<file path="src/hw/rv_pkg.sv">
package rv_pkg;

    localparam int INST_WIDTH = 32;
    localparam int XLEN       = 32;
    localparam int GPR_ADDR_W = 5;

    localparam int OPCODE_W = 7;
    localparam int FUNCT3_W = 3;
    localparam int FUNCT7_W = 7;

    // low bit of each instruction field
    localparam int RD_LSB     = 7;
    localparam int FUNCT3_LSB = 12;
    localparam int RS1_LSB    = 15;
    localparam int RS2_LSB    = 20;
    localparam int FUNCT7_LSB = 25;

    localparam logic [OPCODE_W-1:0] OPC_OP_IMM = 7'b0010011;
    localparam logic [OPCODE_W-1:0] OPC_OP     = 7'b0110011;
    localparam logic [OPCODE_W-1:0] OPC_LOAD   = 7'b0000011;
    localparam logic [OPCODE_W-1:0] OPC_STORE  = 7'b0100011;
    localparam logic [OPCODE_W-1:0] OPC_LUI    = 7'b0110111;
    localparam logic [OPCODE_W-1:0] OPC_AUIPC  = 7'b0010111;

    typedef enum logic [5:0] {
        ADDI, SLTI, SLTIU, XORI, ORI, ANDI, SLLI, SRLI, SRAI,
        ADD, SUB, SLL, SLT, SLTU, XOR, SRL, SRA, OR, AND,
        LB, LH, LW, LBU, LHU,
        SB, SH, SW,
        LUI, AUIPC,
        ILLEGAL
    } instr_id_e;

    typedef struct packed {
        logic      rs1_re;
        logic      rs2_re;
        logic      rd_we;
        logic      mem_re;
        logic      mem_we;
        instr_id_e instr_id;
    } ctrl_t;

    typedef struct packed {
        logic [XLEN-1:0]       pc;
        logic [INST_WIDTH-1:0] instr;
    } if_id_t;

    // bundle handed to execute
    typedef struct packed {
        logic [XLEN-1:0]       pc;
        logic [GPR_ADDR_W-1:0] rd_addr;
        logic [GPR_ADDR_W-1:0] rs1_addr;
        logic [GPR_ADDR_W-1:0] rs2_addr;
        logic [XLEN-1:0]       rs1_val;
        logic [XLEN-1:0]       rs2_val;
        logic [XLEN-1:0]       imm;
        ctrl_t                 ctrl;
    } id_ex_t;

endpackage
</file>
<file path="src/hw/decode_top.sv">
`timescale 1ns/1ps

module decode_top (
    input  logic                          clk_i,
    input  logic                          reset_i,
    input  logic                          if_valid_i,
    input  logic [rv_pkg::XLEN-1:0]       if_pc_i,
    input  logic [rv_pkg::INST_WIDTH-1:0] if_instr_i,
    input  logic                          stall_i,
    input  logic                          wb_we_i,
    input  logic [rv_pkg::GPR_ADDR_W-1:0] wb_addr_i,
    input  logic [rv_pkg::XLEN-1:0]       wb_data_i,
    output logic                          id_ex_valid_o,
    output rv_pkg::id_ex_t                id_ex_o
);

    rv_pkg::if_id_t                if_id_in;
    rv_pkg::if_id_t                if_id_q;
    logic                          if_id_valid;
    logic [rv_pkg::OPCODE_W-1:0]   opcode;
    logic [rv_pkg::FUNCT3_W-1:0]   funct3;
    logic [rv_pkg::FUNCT7_W-1:0]   funct7;
    rv_pkg::ctrl_t                 ctrl;
    logic [rv_pkg::GPR_ADDR_W-1:0] rs1_addr;
    logic [rv_pkg::GPR_ADDR_W-1:0] rs2_addr;
    logic [rv_pkg::XLEN-1:0]       rs1_val;
    logic [rv_pkg::XLEN-1:0]       rs2_val;
    rv_pkg::id_ex_t                id_ex_d;

    assign if_id_in = '{pc: if_pc_i, instr: if_instr_i};

    pipe_reg #(
        .payload_t(rv_pkg::if_id_t)
    ) if_id_reg (
        .clk_i  (clk_i),
        .reset_i(reset_i),
        .stall_i(stall_i),
        .valid_i(if_valid_i),
        .data_i (if_id_in),
        .valid_o(if_id_valid),
        .data_o (if_id_q)
    );

    id_stage u_id_stage (
        .if_id_i   (if_id_q),
        .opcode_o  (opcode),
        .funct3_o  (funct3),
        .funct7_o  (funct7),
        .ctrl_i    (ctrl),
        .rs1_addr_o(rs1_addr),
        .rs2_addr_o(rs2_addr),
        .rs1_val_i (rs1_val),
        .rs2_val_i (rs2_val),
        .id_ex_o   (id_ex_d)
    );

    ctrl_unit u_ctrl_unit (
        .opcode_i(opcode),
        .funct3_i(funct3),
        .funct7_i(funct7),
        .ctrl_o  (ctrl)
    );

    // writeback port stands in for a later stage
    regfile u_regfile (
        .clk_i     (clk_i),
        .reset_i   (reset_i),
        .rs1_addr_i(rs1_addr),
        .rs2_addr_i(rs2_addr),
        .rs1_val_o (rs1_val),
        .rs2_val_o (rs2_val),
        .we_i      (wb_we_i),
        .waddr_i   (wb_addr_i),
        .wdata_i   (wb_data_i)
    );

    pipe_reg #(
        .payload_t(rv_pkg::id_ex_t)
    ) id_ex_reg (
        .clk_i  (clk_i),
        .reset_i(reset_i),
        .stall_i(stall_i),
        .valid_i(if_id_valid),
        .data_i (id_ex_d),
        .valid_o(id_ex_valid_o),
        .data_o (id_ex_o)
    );

endmodule

</file>
<file path="src/hw/id_stage.sv">
`timescale 1ns/1ps

module id_stage (
    input  rv_pkg::if_id_t                if_id_i,
    output logic [rv_pkg::OPCODE_W-1:0]   opcode_o,
    output logic [rv_pkg::FUNCT3_W-1:0]   funct3_o,
    output logic [rv_pkg::FUNCT7_W-1:0]   funct7_o,
    input  rv_pkg::ctrl_t                 ctrl_i,
    output logic [rv_pkg::GPR_ADDR_W-1:0] rs1_addr_o,
    output logic [rv_pkg::GPR_ADDR_W-1:0] rs2_addr_o,
    input  logic [rv_pkg::XLEN-1:0]       rs1_val_i,
    input  logic [rv_pkg::XLEN-1:0]       rs2_val_i,
    output rv_pkg::id_ex_t                id_ex_o
);

    logic [rv_pkg::INST_WIDTH-1:0] instr;
    logic [rv_pkg::XLEN-1:0]       imm;

    assign instr      = if_id_i.instr;
    assign opcode_o   = instr[rv_pkg::OPCODE_W-1:0];
    assign funct3_o   = instr[rv_pkg::FUNCT3_LSB +: rv_pkg::FUNCT3_W];
    assign funct7_o   = instr[rv_pkg::FUNCT7_LSB +: rv_pkg::FUNCT7_W];
    assign rs1_addr_o = instr[rv_pkg::RS1_LSB +: rv_pkg::GPR_ADDR_W];
    assign rs2_addr_o = instr[rv_pkg::RS2_LSB +: rv_pkg::GPR_ADDR_W];

    always_comb begin
        case (opcode_o)
            rv_pkg::OPC_OP_IMM, rv_pkg::OPC_LOAD: begin
                imm = {{20{instr[31]}}, instr[31:20]};
            end
            rv_pkg::OPC_STORE: begin
                imm = {{20{instr[31]}}, instr[31:25], instr[11:7]};
            end
            rv_pkg::OPC_LUI, rv_pkg::OPC_AUIPC: begin
                imm = {instr[31:12], 12'b0};
            end
            default: begin
                imm = '0;
            end
        endcase
    end

    always_comb begin
        id_ex_o.pc       = if_id_i.pc;
        id_ex_o.rd_addr  = instr[rv_pkg::RD_LSB +: rv_pkg::GPR_ADDR_W];
        id_ex_o.rs1_addr = rs1_addr_o;
        id_ex_o.rs2_addr = rs2_addr_o;
        // unused ports read as zero
        id_ex_o.rs1_val  = ctrl_i.rs1_re ? rs1_val_i : '0;
        id_ex_o.rs2_val  = ctrl_i.rs2_re ? rs2_val_i : '0;
        id_ex_o.imm      = imm;
        id_ex_o.ctrl     = ctrl_i;
    end

endmodule

</file>
<file path="src/hw/regfile.sv">
`timescale 1ns/1ps

module regfile (
    input  logic                          clk_i,
    input  logic                          reset_i,
    input  logic [rv_pkg::GPR_ADDR_W-1:0] rs1_addr_i,
    input  logic [rv_pkg::GPR_ADDR_W-1:0] rs2_addr_i,
    output logic [rv_pkg::XLEN-1:0]       rs1_val_o,
    output logic [rv_pkg::XLEN-1:0]       rs2_val_o,
    input  logic                          we_i,
    input  logic [rv_pkg::GPR_ADDR_W-1:0] waddr_i,
    input  logic [rv_pkg::XLEN-1:0]       wdata_i
);

    // x0 has no storage
    logic [rv_pkg::XLEN-1:0] regs [1:31];

    always_ff @(posedge clk_i) begin
        if (reset_i) begin
            for (int i = 1; i < 32; i++) begin
                regs[i] <= '0;
            end
        end else if (we_i && waddr_i != '0) begin
            regs[waddr_i] <= wdata_i;
        end
    end

    function automatic logic [rv_pkg::XLEN-1:0] read_gpr(
        input logic [rv_pkg::GPR_ADDR_W-1:0] addr
    );
        if (addr == '0) begin
            return '0;
        end else if (we_i && addr == waddr_i) begin
            // same cycle write wins
            return wdata_i;
        end
        return regs[addr];
    endfunction

    always_comb begin
        rs1_val_o = read_gpr(rs1_addr_i);
        rs2_val_o = read_gpr(rs2_addr_i);
    end

endmodule

</file>
<file path="src/hw/ctrl_unit.sv">
`timescale 1ns/1ps

module ctrl_unit (
    input  logic [rv_pkg::OPCODE_W-1:0] opcode_i,
    input  logic [rv_pkg::FUNCT3_W-1:0] funct3_i,
    input  logic [rv_pkg::FUNCT7_W-1:0] funct7_i,
    output rv_pkg::ctrl_t               ctrl_o
);

    rv_pkg::instr_id_e id;
    logic              alt;

    // funct7[5] picks sub and arithmetic shifts
    assign alt = funct7_i[5];

    always_comb begin
        id = rv_pkg::ILLEGAL;
        case (opcode_i)
            rv_pkg::OPC_OP_IMM: begin
                case (funct3_i)
                    3'b000: id = rv_pkg::ADDI;
                    3'b001: id = rv_pkg::SLLI;
                    3'b010: id = rv_pkg::SLTI;
                    3'b011: id = rv_pkg::SLTIU;
                    3'b100: id = rv_pkg::XORI;
                    3'b101: id = alt ? rv_pkg::SRAI : rv_pkg::SRLI;
                    3'b110: id = rv_pkg::ORI;
                    default: id = rv_pkg::ANDI;
                endcase
            end
            rv_pkg::OPC_OP: begin
                case (funct3_i)
                    3'b000: id = alt ? rv_pkg::SUB : rv_pkg::ADD;
                    3'b001: id = rv_pkg::SLL;
                    3'b010: id = rv_pkg::SLT;
                    3'b011: id = rv_pkg::SLTU;
                    3'b100: id = rv_pkg::XOR;
                    3'b101: id = alt ? rv_pkg::SRA : rv_pkg::SRL;
                    3'b110: id = rv_pkg::OR;
                    default: id = rv_pkg::AND;
                endcase
            end
            rv_pkg::OPC_LOAD: begin
                case (funct3_i)
                    3'b000: id = rv_pkg::LB;
                    3'b001: id = rv_pkg::LH;
                    3'b010: id = rv_pkg::LW;
                    3'b100: id = rv_pkg::LBU;
                    3'b101: id = rv_pkg::LHU;
                    default: id = rv_pkg::ILLEGAL;
                endcase
            end
            rv_pkg::OPC_STORE: begin
                case (funct3_i)
                    3'b000: id = rv_pkg::SB;
                    3'b001: id = rv_pkg::SH;
                    3'b010: id = rv_pkg::SW;
                    default: id = rv_pkg::ILLEGAL;
                endcase
            end
            rv_pkg::OPC_LUI:   id = rv_pkg::LUI;
            rv_pkg::OPC_AUIPC: id = rv_pkg::AUIPC;
            default:           id = rv_pkg::ILLEGAL;
        endcase
    end

    // enables follow the opcode once the id is known to be legal
    always_comb begin
        ctrl_o          = '0;
        ctrl_o.instr_id = id;
        if (id != rv_pkg::ILLEGAL) begin
            case (opcode_i)
                rv_pkg::OPC_OP: begin
                    ctrl_o.rs1_re = 1'b1;
                    ctrl_o.rs2_re = 1'b1;
                    ctrl_o.rd_we  = 1'b1;
                end
                rv_pkg::OPC_OP_IMM: begin
                    ctrl_o.rs1_re = 1'b1;
                    ctrl_o.rd_we  = 1'b1;
                end
                rv_pkg::OPC_LOAD: begin
                    ctrl_o.rs1_re = 1'b1;
                    ctrl_o.rd_we  = 1'b1;
                    ctrl_o.mem_re = 1'b1;
                end
                rv_pkg::OPC_STORE: begin
                    ctrl_o.rs1_re = 1'b1;
                    ctrl_o.rs2_re = 1'b1;
                    ctrl_o.mem_we = 1'b1;
                end
                default: begin
                    ctrl_o.rd_we = 1'b1;
                end
            endcase
        end
    end

endmodule

</file>
<file path="src/hw/pipe_reg.sv">
`timescale 1ns/1ps

module pipe_reg #(
    parameter type payload_t = logic [31:0]
) (
    input  logic     clk_i,
    input  logic     reset_i,
    input  logic     stall_i,
    input  logic     valid_i,
    input  payload_t data_i,
    output logic     valid_o,
    output payload_t data_o
);

    always_ff @(posedge clk_i) begin
        if (reset_i) begin
            valid_o <= 1'b0;
        end else if (!stall_i) begin
            valid_o <= valid_i;
        end
    end

    // payload only moves when the stage advances
    always_ff @(posedge clk_i) begin
        if (!stall_i) begin
            data_o <= data_i;
        end
    end

endmodule

</file>
<file path="config.mk">
export PLATFORM = sky130hd
export DESIGN_NAME = decode_top
export DESIGN_NICKNAME = d
export VERILOG_FILES = /design/src/hw/rv_pkg.sv /design/src/hw/decode_top.sv /design/src/hw/id_stage.sv /design/src/hw/regfile.sv /design/src/hw/ctrl_unit.sv /design/src/hw/pipe_reg.sv
export SDC_FILE = /design/constraint.sdc
export NUM_CORES = 2
export LEC_CHECK = 0
export BUFFER_PORTS_ARGS = -buffer_cell sky130_fd_sc_hd__buf_2
export CELL_PAD_IN_SITES_DETAIL_PLACEMENT = 1
export CELL_PAD_IN_SITES_GLOBAL_PLACEMENT = 1
export CORE_ASPECT_RATIO = 1.25
export CORE_MARGIN = 2
export CORE_UTILIZATION = 57
export DETAILED_ROUTE_END_ITERATION = 10
export GPL_TIMING_DRIVEN = 0
export PLACE_DENSITY = 0.88
export SLEW_MARGIN = 5
export SYNTH_ARGS = -nofsm -noshare
export SYNTH_HDL_FRONTEND = slang
export SYNTH_SLANG_ARGS = --single-unit
</file>
<file path="constraint.sdc">
create_clock -name clk_i -period 8.8 [get_ports clk_i]
set_input_delay 0.44 -clock clk_i [delete_from_list [all_inputs] [get_ports clk_i]]
set_output_delay 0.44 -clock clk_i [all_outputs]
set_load 0.05 [all_outputs]
</file>
==> reports/metrics.csv <==
stage;metric;value;unit
outcome;status;complete, but fails checks;
outcome;violated checks;max-capacitance violations, max-slew violations;
placement;IO buf count;254;
clocking;clock-pin slew on the worst setup and hold paths;0.06;ns
grt;vias in the first global route;46850;
min_path;worst hold path type;primary input to flop;
sta;minimum clock period;4.901;ns
drt;DRC Markers;0;
critical_path;CP Data Arrival Time;5.48;ns
sta;Final Cycle Share;55.69;%
power;areal power density over the cells;213.6;mW/mm²
die;initial core utilization;57.54;%
critical_path;CP startpoint kind;flop;
logic_synthesis;asr flop ratio synth;0;%
die;Core Footprint;0.1101;mm²
logic_synthesis;synthesized instance count;4125;
critical_path;crit end category;flop;
final_layout;share of layout cells above drive strength 1;23.45;%
die;Die ar.;0.1138;mm²
grt;initial antenna violation count;23;
final_layout;Synth-to-Final Area Change;13.27;%
final_layout;# fillers;9945;
clocking;clk buf depth;3;
sta;Fmax;204.0;MHz
logic_synthesis;ys flop type;edfxtp_1;
drt;initial detailed-routing violation count;6926;
clocking;root buffer cell;clkbuf_16;
grt;total grt overflow;0;
drt;1st-pass router iterations;6;
sta;RSZ-0062 raised after global routing;false;
critical_path;worst setup path class;flop to flop;
clocking;total clock sinks;1253;
drt;vias;45500;
power;Max VDD drop;0.2141;mV
placement;RD Place Congestion;1.010;
sta;skew final;0.03119;ns
sta;slew margin rel.;-6.198;%
drt;Via density;7.349;
grt;first-pass GRT wire length;346700;µm
logic_synthesis;Post-Syn Area per Cell;15.36;µm²
final_layout;footprint of the multi-input gates;0.02410;mm²
placement;Final HPWL DP;170100;µm
sta;# setup viols final;0;
logic_synthesis;EDFF count, synth;1241;
sta;worst slew pin tran;1.590;ns
clocking;CTS tree;done;
drt;WL per Instance;40.33;µm
sta;Pins Over Slew Limit;51;
clocking;postcts setup bufs;0;
final_layout;Seq. cell area;0.03751;mm²
grt;pin count of the biggest net entering global routing;129;
die;Die Width;302.2;µm
clocking;H-tree Lvls;4;
sta;final hold vios;0;
logic_synthesis;Seq/Total Area, Yosys;59.20;%
final_layout;fin nets;4731;
logic_synthesis;Synth cell types;52;
clocking;post-CTS sizing;0;
grt;Total GRT Usage;44.22;%
die;I/O Pins;261;
power;Leak;25.45;nW
power;Tot Pwr;15.33;mW
clocking;TritonCTS Buffers;133;
die;# rows;136;
logic_synthesis;Yosys reg bits;1253;
sta;total negative setup slack;0;ns
drt;Final ANT Viol Nets;0;
clocking;clk_lat worst skew;0.83;ns
logic_synthesis;Cell Area, Synth;0.06335;mm²
critical_path;Worst EP required;9.38;ns
logic_synthesis;yosys warns;0;
flow_run;max cap viols;7;
critical_path;Crit Path Max Fanout;10;
die;die span in y;376.7;µm
drt;final wirelength;249700;µm
## power by group
part           switching [mW]  internal (mW)  total (mW)
sequential              0.212           6.91        7.12
combinational            1.57          0.898        2.47
clock                    2.54           3.21        5.74
## cell usage after synthesis, drive strengths merged, types with 5 or more instances
library cell / count / area, µm²
nand2: 127 / 476.7
o21bai: 20 / 150.1
nor4: 10 / 62.56
clkbuf: 315 / 1182
a221oi: 64 / 560.5
nor3b: 10 / 75.07
nor2: 52 / 195.2
a21o: 43 / 322.8
a211oi: 28 / 210.2
mux2: 73 / 822.0
mux2i: 216 / 2162
edfxtp: 1241 / 37270
xnor2: 7 / 61.31
a22oi: 31 / 232.7
o211ai: 67 / 503.0
dfxtp: 12 / 240.2
nor3: 11 / 55.05
a31oi: 57 / 356.6
xor2: 5 / 43.79
mux4: 458 / 10310
inv: 9 / 33.79
a21oi: 18 / 90.09
a211o: 24 / 210.2
and2: 1025 / 6412
or2: 35 / 219.0
buf: 107 / 651.9
o21ai: 9 / 45.04
nand2b: 10 / 62.56
a311o: 8 / 80.08
nand3b: 5 / 37.54
## layer usage
| layer | vias up | global-route usage, % | wire, µm |
|---|---|---|---|
| met5 | - | 0 | 173 |
| met2 | 4352 | 68.53 | 115000 |
| li1 | 16890 | - | - |
| met1 | 22990 | 51.88 | 79210 |
| met4 | 24 | 30.93 | 21100 |
| met3 | 1246 | 15.02 | 34190 |
## critical path, cell delays in order (launching register included)
cell	delay, ns
dfxtp_1	0.31
buf_2	0.39
buf_2	0.66
clkbuf_1	1.19
clkbuf_1	0.84
nor3_1	0.19
nor4_1	0.60
a311o_1	0.45
## area by class of cell
| cell class | count | area share, % |
|---|---|---|
| repair buffers | 333 | 3.020 |
| clock inverters | 68 | 0.8910 |
| multi-input cells | 2473 | 33.59 |
| well taps | 1449 | 2.526 |
| diodes | 12 | 0.04185 |
| clock buffers | 172 | 5.046 |
| inverters | 9 | 0.05754 |
| flip-flops and latches | 1253 | 52.26 |
| plain buffers | 422 | 2.563 |
## kinds of logic (layout without fill, tap and decap cells)
kind of cell | after synthesis | count (layout) | synth area share (%)
buffers and inverters | 431 | 1004 | 2.949
AO/OA/AOI/OAI | 380 | 380 | 4.513
flip-flops | 1253 | 1253 | 59.20
XOR/XNOR | 12 | 12 | 0.1659
multiplexers | 747 | 747 | 20.99
other | 1 | 45 | 0.005919
AND/OR/NAND/NOR | 1301 | 1301 | 12.17
## layout by cell type, fill, tap and decap left out, types with 11 or more instances in the layout
cell	instances
mux2i_1	216
conb_1	33
buf_2	305
diode_2	12
or2_2	32
a21o_1	43
a211oi_1	27
a31oi_1	57
o21bai_1	20
o211ai_1	67
edfxtp_1	1241
buf_6	14
nor2_1	52
mux4_2	458
nand2_1	127
buf_1	20
clkbuf_1	342
nor3_1	11
and2_1	1025
mux2_2	73
a221oi_1	64
clkbuf_16	138
dlygate4sd3_1	69
a21oi_1	18
a211o_1	24
a22oi_1	31
clkinv_2	22
clkinv_1	24
buf_4	23
dfxtp_1	12
## final timing paths
check	to	cells after the start	slack [ns]	startpoint
worst max register to register	id_ex_reg.data_o[84]	7	3.90	flop
worst max-delay path	id_ex_reg.data_o[84]	7	3.90	flop
worst min register to register	id_ex_reg.data_o[153]	0	0.41	if_id_reg.data_o[63]
worst min-delay path	u_regfile.regs[0][4]	1	0.02	wb_data_i[4]
## flip-flops by register name (all words and copies together), names as in the netlist, named ones only
| register | flops |
|---|---|
| id_ex_reg.valid_o | 1 |
| u_regfile.regs | 1024 |
| id_ex_reg.data_o | 153 |
| if_id_reg.data_o | 64 |
| if_id_reg.valid_o | 1 |
## through the flow
stage               hold WS [ns]  instance area, µm²  setup WS (ns)  util [%]  std cells
floorplan                 0.4003               63470          3.342         -       4157
global placement          0.4004               66560          1.081     60.45       5860
detailed placement        0.4052               66760          4.554     60.63       5868
CTS                     0.002677               71710          4.511     65.13       6177
global route             0.01516               71740          4.160     65.16       6183
finish                   0.02332               71760          3.899     65.18       6191
## what timing repair did
item,4_1_cts,5_1_grt
setup endpoints to repair,0,0
hold endpoints to repair,78,0
hold buffers,69,0
Power figures use the tool's default switching activity.
